==> src/common/pmod_pkg.sv <==
// --------------------------------------------------------------------------
// Common definitions for the four-channel codec subsystem. Holds the sample
// types, the Wishbone request and response structs, the calibration and
// control word layouts and the register map. Every RTL block imports it.
// --------------------------------------------------------------------------
package pmod_pkg;

    localparam int SAMPLE_W = 16;

    typedef logic signed [SAMPLE_W-1:0] sample_t;

    // Channel 0 occupies the top bits
    typedef struct packed {
        sample_t ch0;
        sample_t ch1;
        sample_t ch2;
        sample_t ch3;
    } sample_quad_t;

    // Gain is unsigned Q2.14, offset is subtracted before the gain
    typedef struct packed {
        logic [15:0] gain;
        sample_t     offset;
    } cal_entry_t;

    typedef enum logic [1:0] {
        CORE_MIRROR   = 2'd0,
        CORE_VCA      = 2'd1,
        CORE_BITCRUSH = 2'd2,
        CORE_MUTE     = 2'd3
    } core_sel_e;

    typedef struct packed {
        logic [25:0] reserved;
        logic [3:0]  crush_bits;
        core_sel_e   core_sel;
    } ctrl_word_t;

    // One bus data word, read as a cal entry or as the control word
    typedef union packed {
        logic [31:0] raw;
        cal_entry_t  cal;
        ctrl_word_t  ctrl;
    } reg_word_u;

    typedef struct packed {
        logic        cyc;
        logic        stb;
        logic        we;
        logic [3:0]  adr;
        logic [31:0] dat;
    } wb_req_t;

    typedef struct packed {
        logic        ack;
        logic [31:0] dat;
    } wb_rsp_t;

    // Register map and frame geometry
    localparam logic [3:0]  REG_CAL_BASE = 4'd0;
    localparam logic [3:0]  REG_CTRL     = 4'd8;
    localparam logic [15:0] CAL_ONE      = 16'h4000;
    localparam int          SLOT_BITS    = 32;
    localparam int          FRAME_CLKS   = 256;

endpackage

==> src/codec/codec_tdm.sv <==
// --------------------------------------------------------------------------
// TDM serial port for the codec. Generates bick and lrck from clk, captures
// the four ADC slots into adc_quad and shifts dac_quad out on sdin1, one
// frame of four 32-bit slots every FRAME_CLKS cycles.
// --------------------------------------------------------------------------
`timescale 1ns/1ps

module codec_tdm #(
    parameter int SAMPLE_W = pmod_pkg::SAMPLE_W
) (
    input  logic                   clk,
    input  logic                   rst_n,
    output logic                   bick,
    output logic                   lrck,
    output logic                   sdin1,
    input  logic                   sdout1,
    output logic                   frame_strobe,
    output pmod_pkg::sample_quad_t adc_quad,
    input  pmod_pkg::sample_quad_t dac_quad
);
    import pmod_pkg::*;

    localparam int CNT_W   = $clog2(FRAME_CLKS);
    localparam int BIT_W   = $clog2(SLOT_BITS);
    localparam int FRAME_W = 4 * SLOT_BITS;
    localparam int PAD_W   = SLOT_BITS - SAMPLE_W;

    logic [CNT_W-1:0]    cnt;
    logic [CNT_W-1:0]    cnt_nxt;
    logic [BIT_W-1:0]    bit_idx;
    logic [1:0]          slot;
    logic                bick_rise;
    logic [SAMPLE_W-1:0] rx_sr;
    logic [SAMPLE_W-1:0] rx_word;
    logic [FRAME_W-1:0]  tx_sr;
    logic [FRAME_W-1:0]  tx_frame;

    // Two clk cycles per bit, so bit index and slot sit above cnt[0]
    assign cnt_nxt   = cnt + 1'b1;
    assign bit_idx   = cnt[BIT_W:1];
    assign slot      = cnt[CNT_W-1 -: 2];
    assign bick_rise = ~cnt[0];
    assign frame_strobe = (cnt == CNT_W'(FRAME_CLKS - 1));

    always_ff @(posedge clk or negedge rst_n) begin
        if (!rst_n) begin
            cnt  <= '0;
            bick <= 1'b0;
            lrck <= 1'b0;
        end else begin
            cnt  <= cnt_nxt;
            bick <= cnt_nxt[0];
            // Slots 0 and 1 form the high half of lrck
            lrck <= ~cnt_nxt[CNT_W-1];
        end
    end

    // Receive side is sampled on the bick rising edge
    assign rx_word = {rx_sr[SAMPLE_W-2:0], sdout1};

    always_ff @(posedge clk) begin
        if (bick_rise && (bit_idx < SAMPLE_W)) begin
            rx_sr <= rx_word;
        end
        // Low bits of each slot are padding and are dropped
        if (bick_rise && (bit_idx == BIT_W'(SAMPLE_W - 1))) begin
            adc_quad[(3 - slot)*SAMPLE_W +: SAMPLE_W] <= rx_word;
        end
    end

    // Left-justified samples with zero padding
    assign tx_frame = {dac_quad.ch0, {PAD_W{1'b0}},
                       dac_quad.ch1, {PAD_W{1'b0}},
                       dac_quad.ch2, {PAD_W{1'b0}},
                       dac_quad.ch3, {PAD_W{1'b0}}};

    // Transmit side moves on the bick falling edge
    always_ff @(posedge clk or negedge rst_n) begin
        if (!rst_n) begin
            tx_sr <= '0;
        end else if (frame_strobe) begin
            tx_sr <= tx_frame;
        end else if (cnt[0]) begin
            tx_sr <= {tx_sr[FRAME_W-2:0], 1'b0};
        end
    end

    assign sdin1 = tx_sr[FRAME_W-1];

endmodule

==> src/source/dsp_core.sv <==
// --------------------------------------------------------------------------
// Per-frame processing of the four calibrated channels. core_ctrl picks
// mirror, VCA, bitcrush or mute, and the result is registered on the
// core_start pulse from the sequencer.
// --------------------------------------------------------------------------
`timescale 1ns/1ps

module dsp_core #(
    parameter int SAMPLE_W = pmod_pkg::SAMPLE_W
) (
    input  logic                   clk,
    input  logic                   rst_n,
    input  logic                   core_start,
    input  pmod_pkg::sample_quad_t core_in,
    input  pmod_pkg::ctrl_word_t   core_ctrl,
    output pmod_pkg::sample_quad_t core_out
);
    import pmod_pkg::*;

    sample_quad_t        result;
    logic [SAMPLE_W-1:0] crush_mask;

    // Full scale on the level channel is close to unity gain
    function automatic sample_t vca_scale(sample_t x, sample_t level);
        logic signed [2*SAMPLE_W-1:0] prod;
        prod = x * level;
        return prod[2*SAMPLE_W-2 -: SAMPLE_W];
    endfunction

    assign crush_mask = {SAMPLE_W{1'b1}} << core_ctrl.crush_bits;

    always_comb begin
        case (core_ctrl.core_sel)
            CORE_MIRROR: begin
                result = core_in;
            end
            CORE_VCA: begin
                // Channel 3 is the control voltage
                result.ch0 = vca_scale(core_in.ch0, core_in.ch3);
                result.ch1 = vca_scale(core_in.ch1, core_in.ch3);
                result.ch2 = vca_scale(core_in.ch2, core_in.ch3);
                result.ch3 = core_in.ch3;
            end
            CORE_BITCRUSH: begin
                result.ch0 = core_in.ch0 & crush_mask;
                result.ch1 = core_in.ch1 & crush_mask;
                result.ch2 = core_in.ch2 & crush_mask;
                result.ch3 = core_in.ch3 & crush_mask;
            end
            default: begin
                result = '0;
            end
        endcase
    end

    always_ff @(posedge clk or negedge rst_n) begin
        if (!rst_n) begin
            core_out <= '0;
        end else if (core_start) begin
            core_out <= result;
        end
    end

endmodule

==> src/source/pmod_ctrl.sv <==
// --------------------------------------------------------------------------
// Control block. Serves the Wishbone register file of eight cal entries and
// the control word, and runs the per-frame sequence that steers samples
// through sample_cal and dsp_core into the next DAC frame.
// --------------------------------------------------------------------------
`timescale 1ns/1ps

module pmod_ctrl #(
    parameter int SAMPLE_W = pmod_pkg::SAMPLE_W
) (
    input  logic                   clk,
    input  logic                   rst_n,
    input  pmod_pkg::wb_req_t      wb_req,
    output pmod_pkg::wb_rsp_t      wb_rsp,
    input  logic                   frame_strobe,
    input  pmod_pkg::sample_quad_t adc_quad,
    output pmod_pkg::sample_t      cal_in,
    output pmod_pkg::cal_entry_t   cal_entry,
    output logic                   cal_issue,
    input  pmod_pkg::sample_t      cal_out,
    input  logic                   cal_valid,
    output pmod_pkg::sample_quad_t core_in,
    output pmod_pkg::ctrl_word_t   core_ctrl,
    output logic                   core_start,
    input  pmod_pkg::sample_quad_t core_out,
    output pmod_pkg::sample_quad_t dac_quad
);
    import pmod_pkg::*;

    localparam int NUM_ENTRIES = 8;

    cal_entry_t          cal_regs [NUM_ENTRIES];
    cal_entry_t          cal_act  [NUM_ENTRIES];
    ctrl_word_t          ctrl_reg;
    ctrl_word_t          ctrl_act;
    reg_word_u           wr_word;
    reg_word_u           rd_word;
    logic                bus_req;
    logic                is_cal;
    logic [2:0]          cal_idx;
    logic [3:0]          phase;
    logic                ph_in;
    logic                ph_out;
    logic [1:0]          iss_ch;
    logic [1:0]          ret_ch;
    logic [SAMPLE_W-1:0] adc_sel;

    // A new access is taken once, ack then blocks it for a cycle
    assign bus_req = wb_req.cyc & wb_req.stb & ~wb_rsp.ack;
    assign is_cal  = (wb_req.adr < REG_CTRL);
    assign cal_idx = 3'(wb_req.adr - REG_CAL_BASE);
    assign wr_word.raw = wb_req.dat;

    always_comb begin
        rd_word.raw = '0;
        if (is_cal) begin
            rd_word.cal = cal_regs[cal_idx];
        end else if (wb_req.adr == REG_CTRL) begin
            rd_word.ctrl = ctrl_reg;
        end
    end

    // Active copies are taken at frame_strobe so a frame never mixes settings
    always_ff @(posedge clk or negedge rst_n) begin
        if (!rst_n) begin
            for (int i = 0; i < NUM_ENTRIES; i++) begin
                cal_regs[i] <= '{gain: CAL_ONE, offset: '0};
                cal_act[i]  <= '{gain: CAL_ONE, offset: '0};
            end
            ctrl_reg          <= '0;
            ctrl_reg.core_sel <= CORE_MIRROR;
            ctrl_act          <= '0;
            ctrl_act.core_sel <= CORE_MIRROR;
        end else begin
            if (bus_req && wb_req.we) begin
                if (is_cal) begin
                    cal_regs[cal_idx] <= wr_word.cal;
                end else if (wb_req.adr == REG_CTRL) begin
                    ctrl_reg <= wr_word.ctrl;
                end
            end
            if (frame_strobe) begin
                cal_act  <= cal_regs;
                ctrl_act <= ctrl_reg;
            end
        end
    end

    always_ff @(posedge clk or negedge rst_n) begin
        if (!rst_n) begin
            wb_rsp <= '0;
        end else begin
            wb_rsp.ack <= bus_req;
            if (bus_req) begin
                wb_rsp.dat <= rd_word.raw;
            end
        end
    end

    // Phase 1 follows frame_strobe and the sequence ends at phase 13
    always_ff @(posedge clk or negedge rst_n) begin
        if (!rst_n) begin
            phase <= '0;
        end else if (frame_strobe) begin
            phase <= 4'd1;
        end else if (phase == 4'd13) begin
            phase <= '0;
        end else if (phase != '0) begin
            phase <= phase + 4'd1;
        end
    end

    // Phases 1-4 issue ADC samples, phases 8-11 issue core results
    assign ph_in     = (phase >= 4'd1) && (phase <= 4'd4);
    assign ph_out    = (phase >= 4'd8) && (phase <= 4'd11);
    assign cal_issue = ph_in | ph_out;
    assign iss_ch    = ph_in ? 2'(phase - 4'd1) : phase[1:0];

    // Front end inverts the inputs
    assign adc_sel   = adc_quad[(3 - iss_ch)*SAMPLE_W +: SAMPLE_W];
    assign cal_in    = ph_in ? ~adc_sel : core_out[(3 - iss_ch)*SAMPLE_W +: SAMPLE_W];
    assign cal_entry = cal_act[{ph_out, iss_ch}];

    assign core_start = (phase == 4'd7);
    assign core_ctrl  = ctrl_act;

    // Results return two cycles after issue
    assign ret_ch = (phase <= 4'd6) ? 2'(phase - 4'd3) : 2'(phase - 4'd10);

    always_ff @(posedge clk) begin
        if (cal_valid && (phase <= 4'd6)) begin
            core_in[(3 - ret_ch)*SAMPLE_W +: SAMPLE_W] <= cal_out;
        end
    end

    always_ff @(posedge clk or negedge rst_n) begin
        if (!rst_n) begin
            dac_quad <= '0;
        end else if (cal_valid && (phase >= 4'd10)) begin
            dac_quad[(3 - ret_ch)*SAMPLE_W +: SAMPLE_W] <= cal_out;
        end
    end

endmodule

==> src/source/pmod_top.sv <==
// --------------------------------------------------------------------------
// Top level of the codec subsystem. Ties the TDM port, the control block,
// the calibration pipeline and the DSP core together. The codec pins and
// the Wishbone slave are the only external interfaces.
// --------------------------------------------------------------------------
`timescale 1ns/1ps

module pmod_top #(
    parameter int SAMPLE_W = pmod_pkg::SAMPLE_W
) (
    input  logic              clk,
    input  logic              rst_n,
    input  pmod_pkg::wb_req_t wb_req,
    output pmod_pkg::wb_rsp_t wb_rsp,
    output logic              bick,
    output logic              lrck,
    output logic              sdin1,
    input  logic              sdout1
);
    import pmod_pkg::*;

    logic         frame_strobe;
    sample_quad_t adc_quad;
    sample_quad_t dac_quad;
    sample_t      cal_in;
    cal_entry_t   cal_entry;
    logic         cal_issue;
    sample_t      cal_out;
    logic         cal_valid;
    sample_quad_t core_in;
    ctrl_word_t   core_ctrl;
    logic         core_start;
    sample_quad_t core_out;

    codec_tdm #(
        .SAMPLE_W (SAMPLE_W)
    ) codec_tdm_instance (
        .clk          (clk),
        .rst_n        (rst_n),
        .bick         (bick),
        .lrck         (lrck),
        .sdin1        (sdin1),
        .sdout1       (sdout1),
        .frame_strobe (frame_strobe),
        .adc_quad     (adc_quad),
        .dac_quad     (dac_quad)
    );

    pmod_ctrl #(
        .SAMPLE_W (SAMPLE_W)
    ) pmod_ctrl_instance (
        .clk          (clk),
        .rst_n        (rst_n),
        .wb_req       (wb_req),
        .wb_rsp       (wb_rsp),
        .frame_strobe (frame_strobe),
        .adc_quad     (adc_quad),
        .cal_in       (cal_in),
        .cal_entry    (cal_entry),
        .cal_issue    (cal_issue),
        .cal_out      (cal_out),
        .cal_valid    (cal_valid),
        .core_in      (core_in),
        .core_ctrl    (core_ctrl),
        .core_start   (core_start),
        .core_out     (core_out),
        .dac_quad     (dac_quad)
    );

    // One pipeline serves both the input and output calibration
    sample_cal #(
        .SAMPLE_W (SAMPLE_W)
    ) sample_cal_instance (
        .clk       (clk),
        .rst_n     (rst_n),
        .cal_issue (cal_issue),
        .cal_in    (cal_in),
        .cal_entry (cal_entry),
        .cal_out   (cal_out),
        .cal_valid (cal_valid)
    );

    dsp_core #(
        .SAMPLE_W (SAMPLE_W)
    ) dsp_core_instance (
        .clk        (clk),
        .rst_n      (rst_n),
        .core_start (core_start),
        .core_in    (core_in),
        .core_ctrl  (core_ctrl),
        .core_out   (core_out)
    );

endmodule

==> src/source/sample_cal.sv <==
// --------------------------------------------------------------------------
// Calibration pipeline shared by the ADC and DAC paths. Takes one sample
// and one cal entry per cycle and returns the result two cycles later as
// saturate((sample - offset) * gain >>> 14), flagged by cal_valid.
// --------------------------------------------------------------------------
`timescale 1ns/1ps

module sample_cal #(
    parameter int SAMPLE_W = pmod_pkg::SAMPLE_W
) (
    input  logic                 clk,
    input  logic                 rst_n,
    input  logic                 cal_issue,
    input  pmod_pkg::sample_t    cal_in,
    input  pmod_pkg::cal_entry_t cal_entry,
    output pmod_pkg::sample_t    cal_out,
    output logic                 cal_valid
);
    import pmod_pkg::*;

    localparam int GAIN_W  = 16;
    localparam int FRAC_W  = 14;
    localparam int PROD_W  = SAMPLE_W + GAIN_W + 2;
    localparam int SAT_MAX = 2**(SAMPLE_W-1) - 1;
    localparam int SAT_MIN = -(2**(SAMPLE_W-1));

    logic signed [SAMPLE_W:0] diff_d;
    logic signed [SAMPLE_W:0] diff_q;
    logic [GAIN_W-1:0]        gain_q;
    logic                     valid_q;
    logic signed [PROD_W-1:0] prod;
    logic signed [PROD_W-1:0] scaled;
    sample_t                  sat_d;

    // One extra bit keeps the stage 1 difference exact
    assign diff_d = $signed(cal_in) - $signed(cal_entry.offset);

    // Gain is unsigned and gets a zero sign bit for the stage 2 product
    assign prod   = diff_q * $signed({1'b0, gain_q});
    assign scaled = prod >>> FRAC_W;

    always_comb begin
        if (scaled > SAT_MAX) begin
            sat_d = sample_t'(SAT_MAX);
        end else if (scaled < SAT_MIN) begin
            sat_d = sample_t'(SAT_MIN);
        end else begin
            sat_d = scaled[SAMPLE_W-1:0];
        end
    end

    always_ff @(posedge clk or negedge rst_n) begin
        if (!rst_n) begin
            valid_q   <= 1'b0;
            cal_valid <= 1'b0;
        end else begin
            valid_q   <= cal_issue;
            cal_valid <= valid_q;
        end
    end

    always_ff @(posedge clk) begin
        diff_q  <= diff_d;
        gain_q  <= cal_entry.gain;
        cal_out <= sat_d;
    end

endmodule

==> config.mk <==
export PLATFORM = sky130hd
export DESIGN_NAME = pmod_top
export DESIGN_NICKNAME = d
export VERILOG_FILES = /design/src/common/pmod_pkg.sv /design/src/codec/codec_tdm.sv /design/src/source/dsp_core.sv /design/src/source/pmod_ctrl.sv /design/src/source/pmod_top.sv /design/src/source/sample_cal.sv
export SDC_FILE = /design/constraint.sdc
export NUM_CORES = 2
export LEC_CHECK = 0
export ABC_AREA = 1
export BUFFER_PORTS_ARGS = -buffer_cell sky130_fd_sc_hd__clkbuf_2
export CORE_MARGIN = 2
export CORE_UTILIZATION = 70
export DETAILED_ROUTE_END_ITERATION = 16
export PLACE_DENSITY = 0.84
export SETUP_SLACK_MARGIN = 0.05
export SLEW_MARGIN = 5
export SYNTH_ARGS = -nofsm -noshare
export SYNTH_HDL_FRONTEND = slang
export SYNTH_SLANG_ARGS = --single-unit
==> constraint.sdc <==
create_clock -name clk -period 9.9 [get_ports clk]
set_input_delay 1.98 -clock clk [delete_from_list [all_inputs] [get_ports clk]]
set_output_delay 1.98 -clock clk [all_outputs]
set_load 0.005 [all_outputs]
==> out/metrics.yaml <==
route:
  met1Wirelength_um: 89300
  avgRoutedWirePerCell_um: 20.1
  dr.first_iter.drc_count: 7463
  wl_met3_um: 23800
  routed_wirelength_um: 244000
  num_vias: 71500
  drt_pass1_iterations: 7
  top_layer_used: "met5"
  ant_nets: 0
  drc: 0
  viasPerCell: 5.87
  dr_wl_met2_um: 115000
floorplanning:
  rows: 128
  core_area_um2: 122000
  die_width_um: 355
  initial_core_util_pct: 70.7
  dieArea_um2: 126000
  die_h_um: 355
  pin_count: 78
finish:
  areaGrowthSynthToFinish_pct: 5.17
  fillerInstances: 8775
  layout-drive-gt1-share_pct: 3.92
  layout.nets: 11900
  reg_top3: "pmod_ctrl_instance.cal_act: 256 flops, pmod_ctrl_instance.cal_regs: 256 flops, codec_tdm_instance.tx_sr: 112 flops"
synth:
  avgSynthCellArea_um2: 8.03
  synth_compound_gate_area_share_pct: 9.07
  syn_area_um2: 86500
  synth_top_family_by_area: "adder cells"
  synthAdderAreaFrac_pct: 29.2
  synthDistinctLibCells: 52
  yosysTopAreaCell: "fa_1"
  synthMuxAreaShare_pct: 0.0130
  async_flop_share_pct: 81.4
  synth_top_area_share_pct: 24.2
  yosys_warnings: 0
  yosys_most_used_dff: "dfrtp_1"
  ys_ff_latch: 1030
  yosys-top-cells-area: "fa_1 (24%), dfrtp_1 (24%), nand2_1 (13%)"
  yosys.area_share.simple_pct: 18.6
  syn_nets: 12200
  synth_edf_count: 143
  synthXorXnorAreaFrac_pct: 0.669
  synthCells: 10800
  ys_seq_area_share_pct: 30.4
placed_design:
  dp_hpwl_um: 171000
  numPortBuffers: 77
  post-place-ws_ns: 2.38
  gp_congestion: 0.988
critical_path:
  critPathLaunchType: "flop"
  worst-setup-path-type: "flop to flop"
  arrival_ns: 8.45
  path_cells: "inv_1 -> buf_4 -> or2_2 -> fa_1 -> inv_1 -> fa_1 -> inv_1 -> fa_1 -> fa_1 -> fa_1 -> fa_1 -> inv_1 -> ha_1 -> a21o_1 -> a31oi_1 -> o21ai_0 -> a21oi_1 -> a21oi_1 -> o21ai_0 -> nand2_1 -> nand2_1"
  crit_fanout: 30
  worstPathRequired_ns: 10.58
  rrSetupSlack_ns: 2.13
  slowest_delay_ns: 1.28
  path_common_cell: "fa_1"
  crit_path_top_delay_cell: "edfxtp_1"
  r2r_cells: 21
  rr_endpoint: "dsp_core_instance.core_out[61]$_DFFE_PN0N_"
  reg2reg_from: "pmod_ctrl_instance.core_in[15]$_DFFE_PP_"
  cp-end-kind: "flop"
timing:
  max_freq_mhz: 129
  worst_pin_slew_ns: 1.38
  worst_slack_ns: 2.13
  timing.final.crit_period_ns: 7.77
  fin_crit_sh_pct: 78.5
  rsz0062_at_grt: "no"
  setup_tns_ns: 0
  setup_viol: 0
  fin_worst_skew_ns: 0.0812
  slew_violations: 0
  slew_headroom_pct: 8.30
  finalHoldViolations: 0
  holdWs_ns: 0.369
power_and_ir_drop:
  power_density_nw_per_um2: 97.5
  peakVddDrop_mv: 0.178
  p_leak_nw: 51.0
outcome:
  status: "finished clean"
min_path:
  hold_end: "sample_cal_instance.cal_valid$_DFF_PN0_"
  hold_depth: 0
  hp-class: "flop to flop"
  min_from: "sample_cal_instance.valid_q$_DFF_PN0_"
grt:
  grt_pass1_wl_um: 392000
  gr-total-overflow: 0
  grt_pass1_vias: 73900
  grt_max_degree: 265
  grt_usage_pct: 39.7
  antenna_found_initial: 5
clock_network:
  htreeDepth: 3
  root_buffer: "clkbuf_16"
  postCtsSetupBuffers: 0
  numCtsBuffers: 100
  cts.reportedPaths.clkPinSlew_ns: 0.07
  cts_resized: 0
  hold_buffers: 0
  cts_tree: "yes"
  cts_max_path_buffers: 3
  clock_insertion_delay_worst_skew_ns: 0.74
  clock-sinks: 1030
job:
  drv_cap: 0
## logic make-up (layout without fill, tap and decap cells)
family	after synthesis	after routing
AOI/OAI and AO/OA	1440	1440
xor gates and xnor gates	66	66
adders and majority gates	1391	1391
buffers and inverters	2742	2524
DFF	1030	1030
muxes	1	1
other	0	3
and+or+nand+nor	4096	4096
## worst max path at each step
stage | endpoint | slack, ns | start
after floorplan | sample_cal_instance.cal_out[10]$_SDFF_PN1_ | 3.83 | sample_cal_instance.gain_q[3]$_DFF_P_
after global placement | dsp_core_instance.core_out[61]$_DFFE_PN0N_ | 2.39 | pmod_ctrl_instance.core_in[15]$_DFFE_PP_
after detailed placement | dsp_core_instance.core_out[61]$_DFFE_PN0N_ | 2.38 | pmod_ctrl_instance.core_in[15]$_DFFE_PP_
after CTS | dsp_core_instance.core_out[61]$_DFFE_PN0N_ | 2.36 | pmod_ctrl_instance.core_in[15]$_DFFE_PP_
after global routing | dsp_core_instance.core_out[26]$_DFFE_PN0N_ | 2.01 | pmod_ctrl_instance.core_in[15]$_DFFE_PP_
final | dsp_core_instance.core_out[61]$_DFFE_PN0N_ | 2.13 | pmod_ctrl_instance.core_in[15]$_DFFE_PP_
## report_power, final
| part | switching [mW] | total [mW] | internal [mW] |
|---|---|---|---|
| combinational | 0.267 | 0.388 | 0.121 |
| sequential | 0.121 | 4.56 | 4.44 |
| clock | 1.73 | 3.92 | 2.18 |
## synthesized netlist by cell type, types with 3 or more instances
master and number:
a21o_1 14, a32o_1 8, xnor2_1 24, fa_1 1043, o31ai_1 3, o221ai_1 33, and3_1 4, clkbuf_2 5
nand2_1 3002, clkinv_1 6, o21a_1 22, and2_1 3, buf_2 23, inv_2 6, nor3_1 85, inv_1 2153
a21oi_1 281, buf_1 42, or2_2 28, nand3_1 327, nor4_1 14, o21ai_1 56, o21ai_0 838, buf_6 8
ha_1 348, dfrtp_1 822, xor2_1 42, nand4_1 14, dfstp_2 16, dfxtp_1 49, o21bai_1 14, buf_4 5
nor2_1 601, edfxtp_1 143, a31oi_1 41, nand3b_1 13, o22ai_1 54, o211ai_1 64, clkbuf_1 493
## critical path: cells and delay by family (launching register included)
kind	cells	cell delay (ns)
adders and majority gates	7	3.21
buffers and inverters	5	1.32
DFF	1	1.28
AOI/OAI and AO/OA	6	1.30
and+or+nand+nor	3	0.55
## layer usage
metal / track usage (%) / vias to the layer above
met4: 23.1 / 8
met1: 49.9 / 34700
met2: 64.8 / 3927
li1: - / 31900
met3: 7.48 / 990
met5: 0 / -
## stage by stage
| stage | power (mW) | instances | cell area (um2) | utilization [%] |
|---|---|---|---|---|
| after detailed placement | 5.02 | 12000 | 87500 | 71.6 |
| final | 8.87 | 12200 | 90900 | 74.4 |
| after global routing | 9.10 | 12200 | 90900 | 74.4 |
| after global placement | 4.99 | 12000 | 87500 | 71.6 |
| after floorplan | 4.81 | 10800 | 86500 | - |
| after CTS | 8.86 | 12200 | 90900 | 74.4 |
## layout by cell type (no fill, tap or decap), types with 9 or more instances in the layout
| cell type | synthesis | final |
|---|---|---|
| o211ai_1 | 64 | 64 |
| a21oi_1 | 281 | 281 |
| o22ai_1 | 54 | 54 |
| a21o_1 | 14 | 14 |
| o21ai_0 | 838 | 838 |
| or2_2 | 28 | 28 |
| dfrtp_1 | 822 | 821 |
| nand3_2 | 0 | 9 |
| xnor2_1 | 24 | 24 |
| nor4_1 | 14 | 14 |
| nor3_1 | 85 | 85 |
| clkbuf_8 | 0 | 29 |
| nand3_1 | 327 | 318 |
| xor2_1 | 42 | 42 |
| clkinv_2 | 0 | 12 |
| clkbuf_1 | 493 | 28 |
| edfxtp_1 | 143 | 143 |
| buf_4 | 5 | 89 |
| fa_1 | 1043 | 1043 |
| clkbuf_16 | 0 | 100 |
| nand2_1 | 3002 | 3000 |
| nand4_1 | 14 | 14 |
| nand3b_1 | 13 | 13 |
| dfstp_2 | 16 | 16 |
| clkbuf_2 | 5 | 75 |
| ha_1 | 348 | 348 |
| a31oi_1 | 41 | 41 |
| o21ai_1 | 56 | 56 |
| nor2_1 | 601 | 591 |
| o221ai_1 | 33 | 33 |
| dfxtp_1 | 49 | 49 |
| o21bai_1 | 14 | 14 |
| inv_1 | 2153 | 2151 |
| o21a_1 | 22 | 22 |
## final cells by class
class | instances | area, um2 | share of cell area [%]
Timing Repair Buffer | 172 | 1200 | 1.32
Clock inverter | 29 | 365 | 0.402
Clock buffer | 157 | 3010 | 3.31
Antenna cell | 3 | 7.51 | 0.00826
Sequential cell | 1030 | 26300 | 28.9
Multi-Input combinational cell | 6994 | 49900 | 54.9
Inverter | 2166 | 8140 | 8.96
Tap cell | 1625 | 2030 | 2.24
Note: power is estimated with default switching activity, not from simulation.
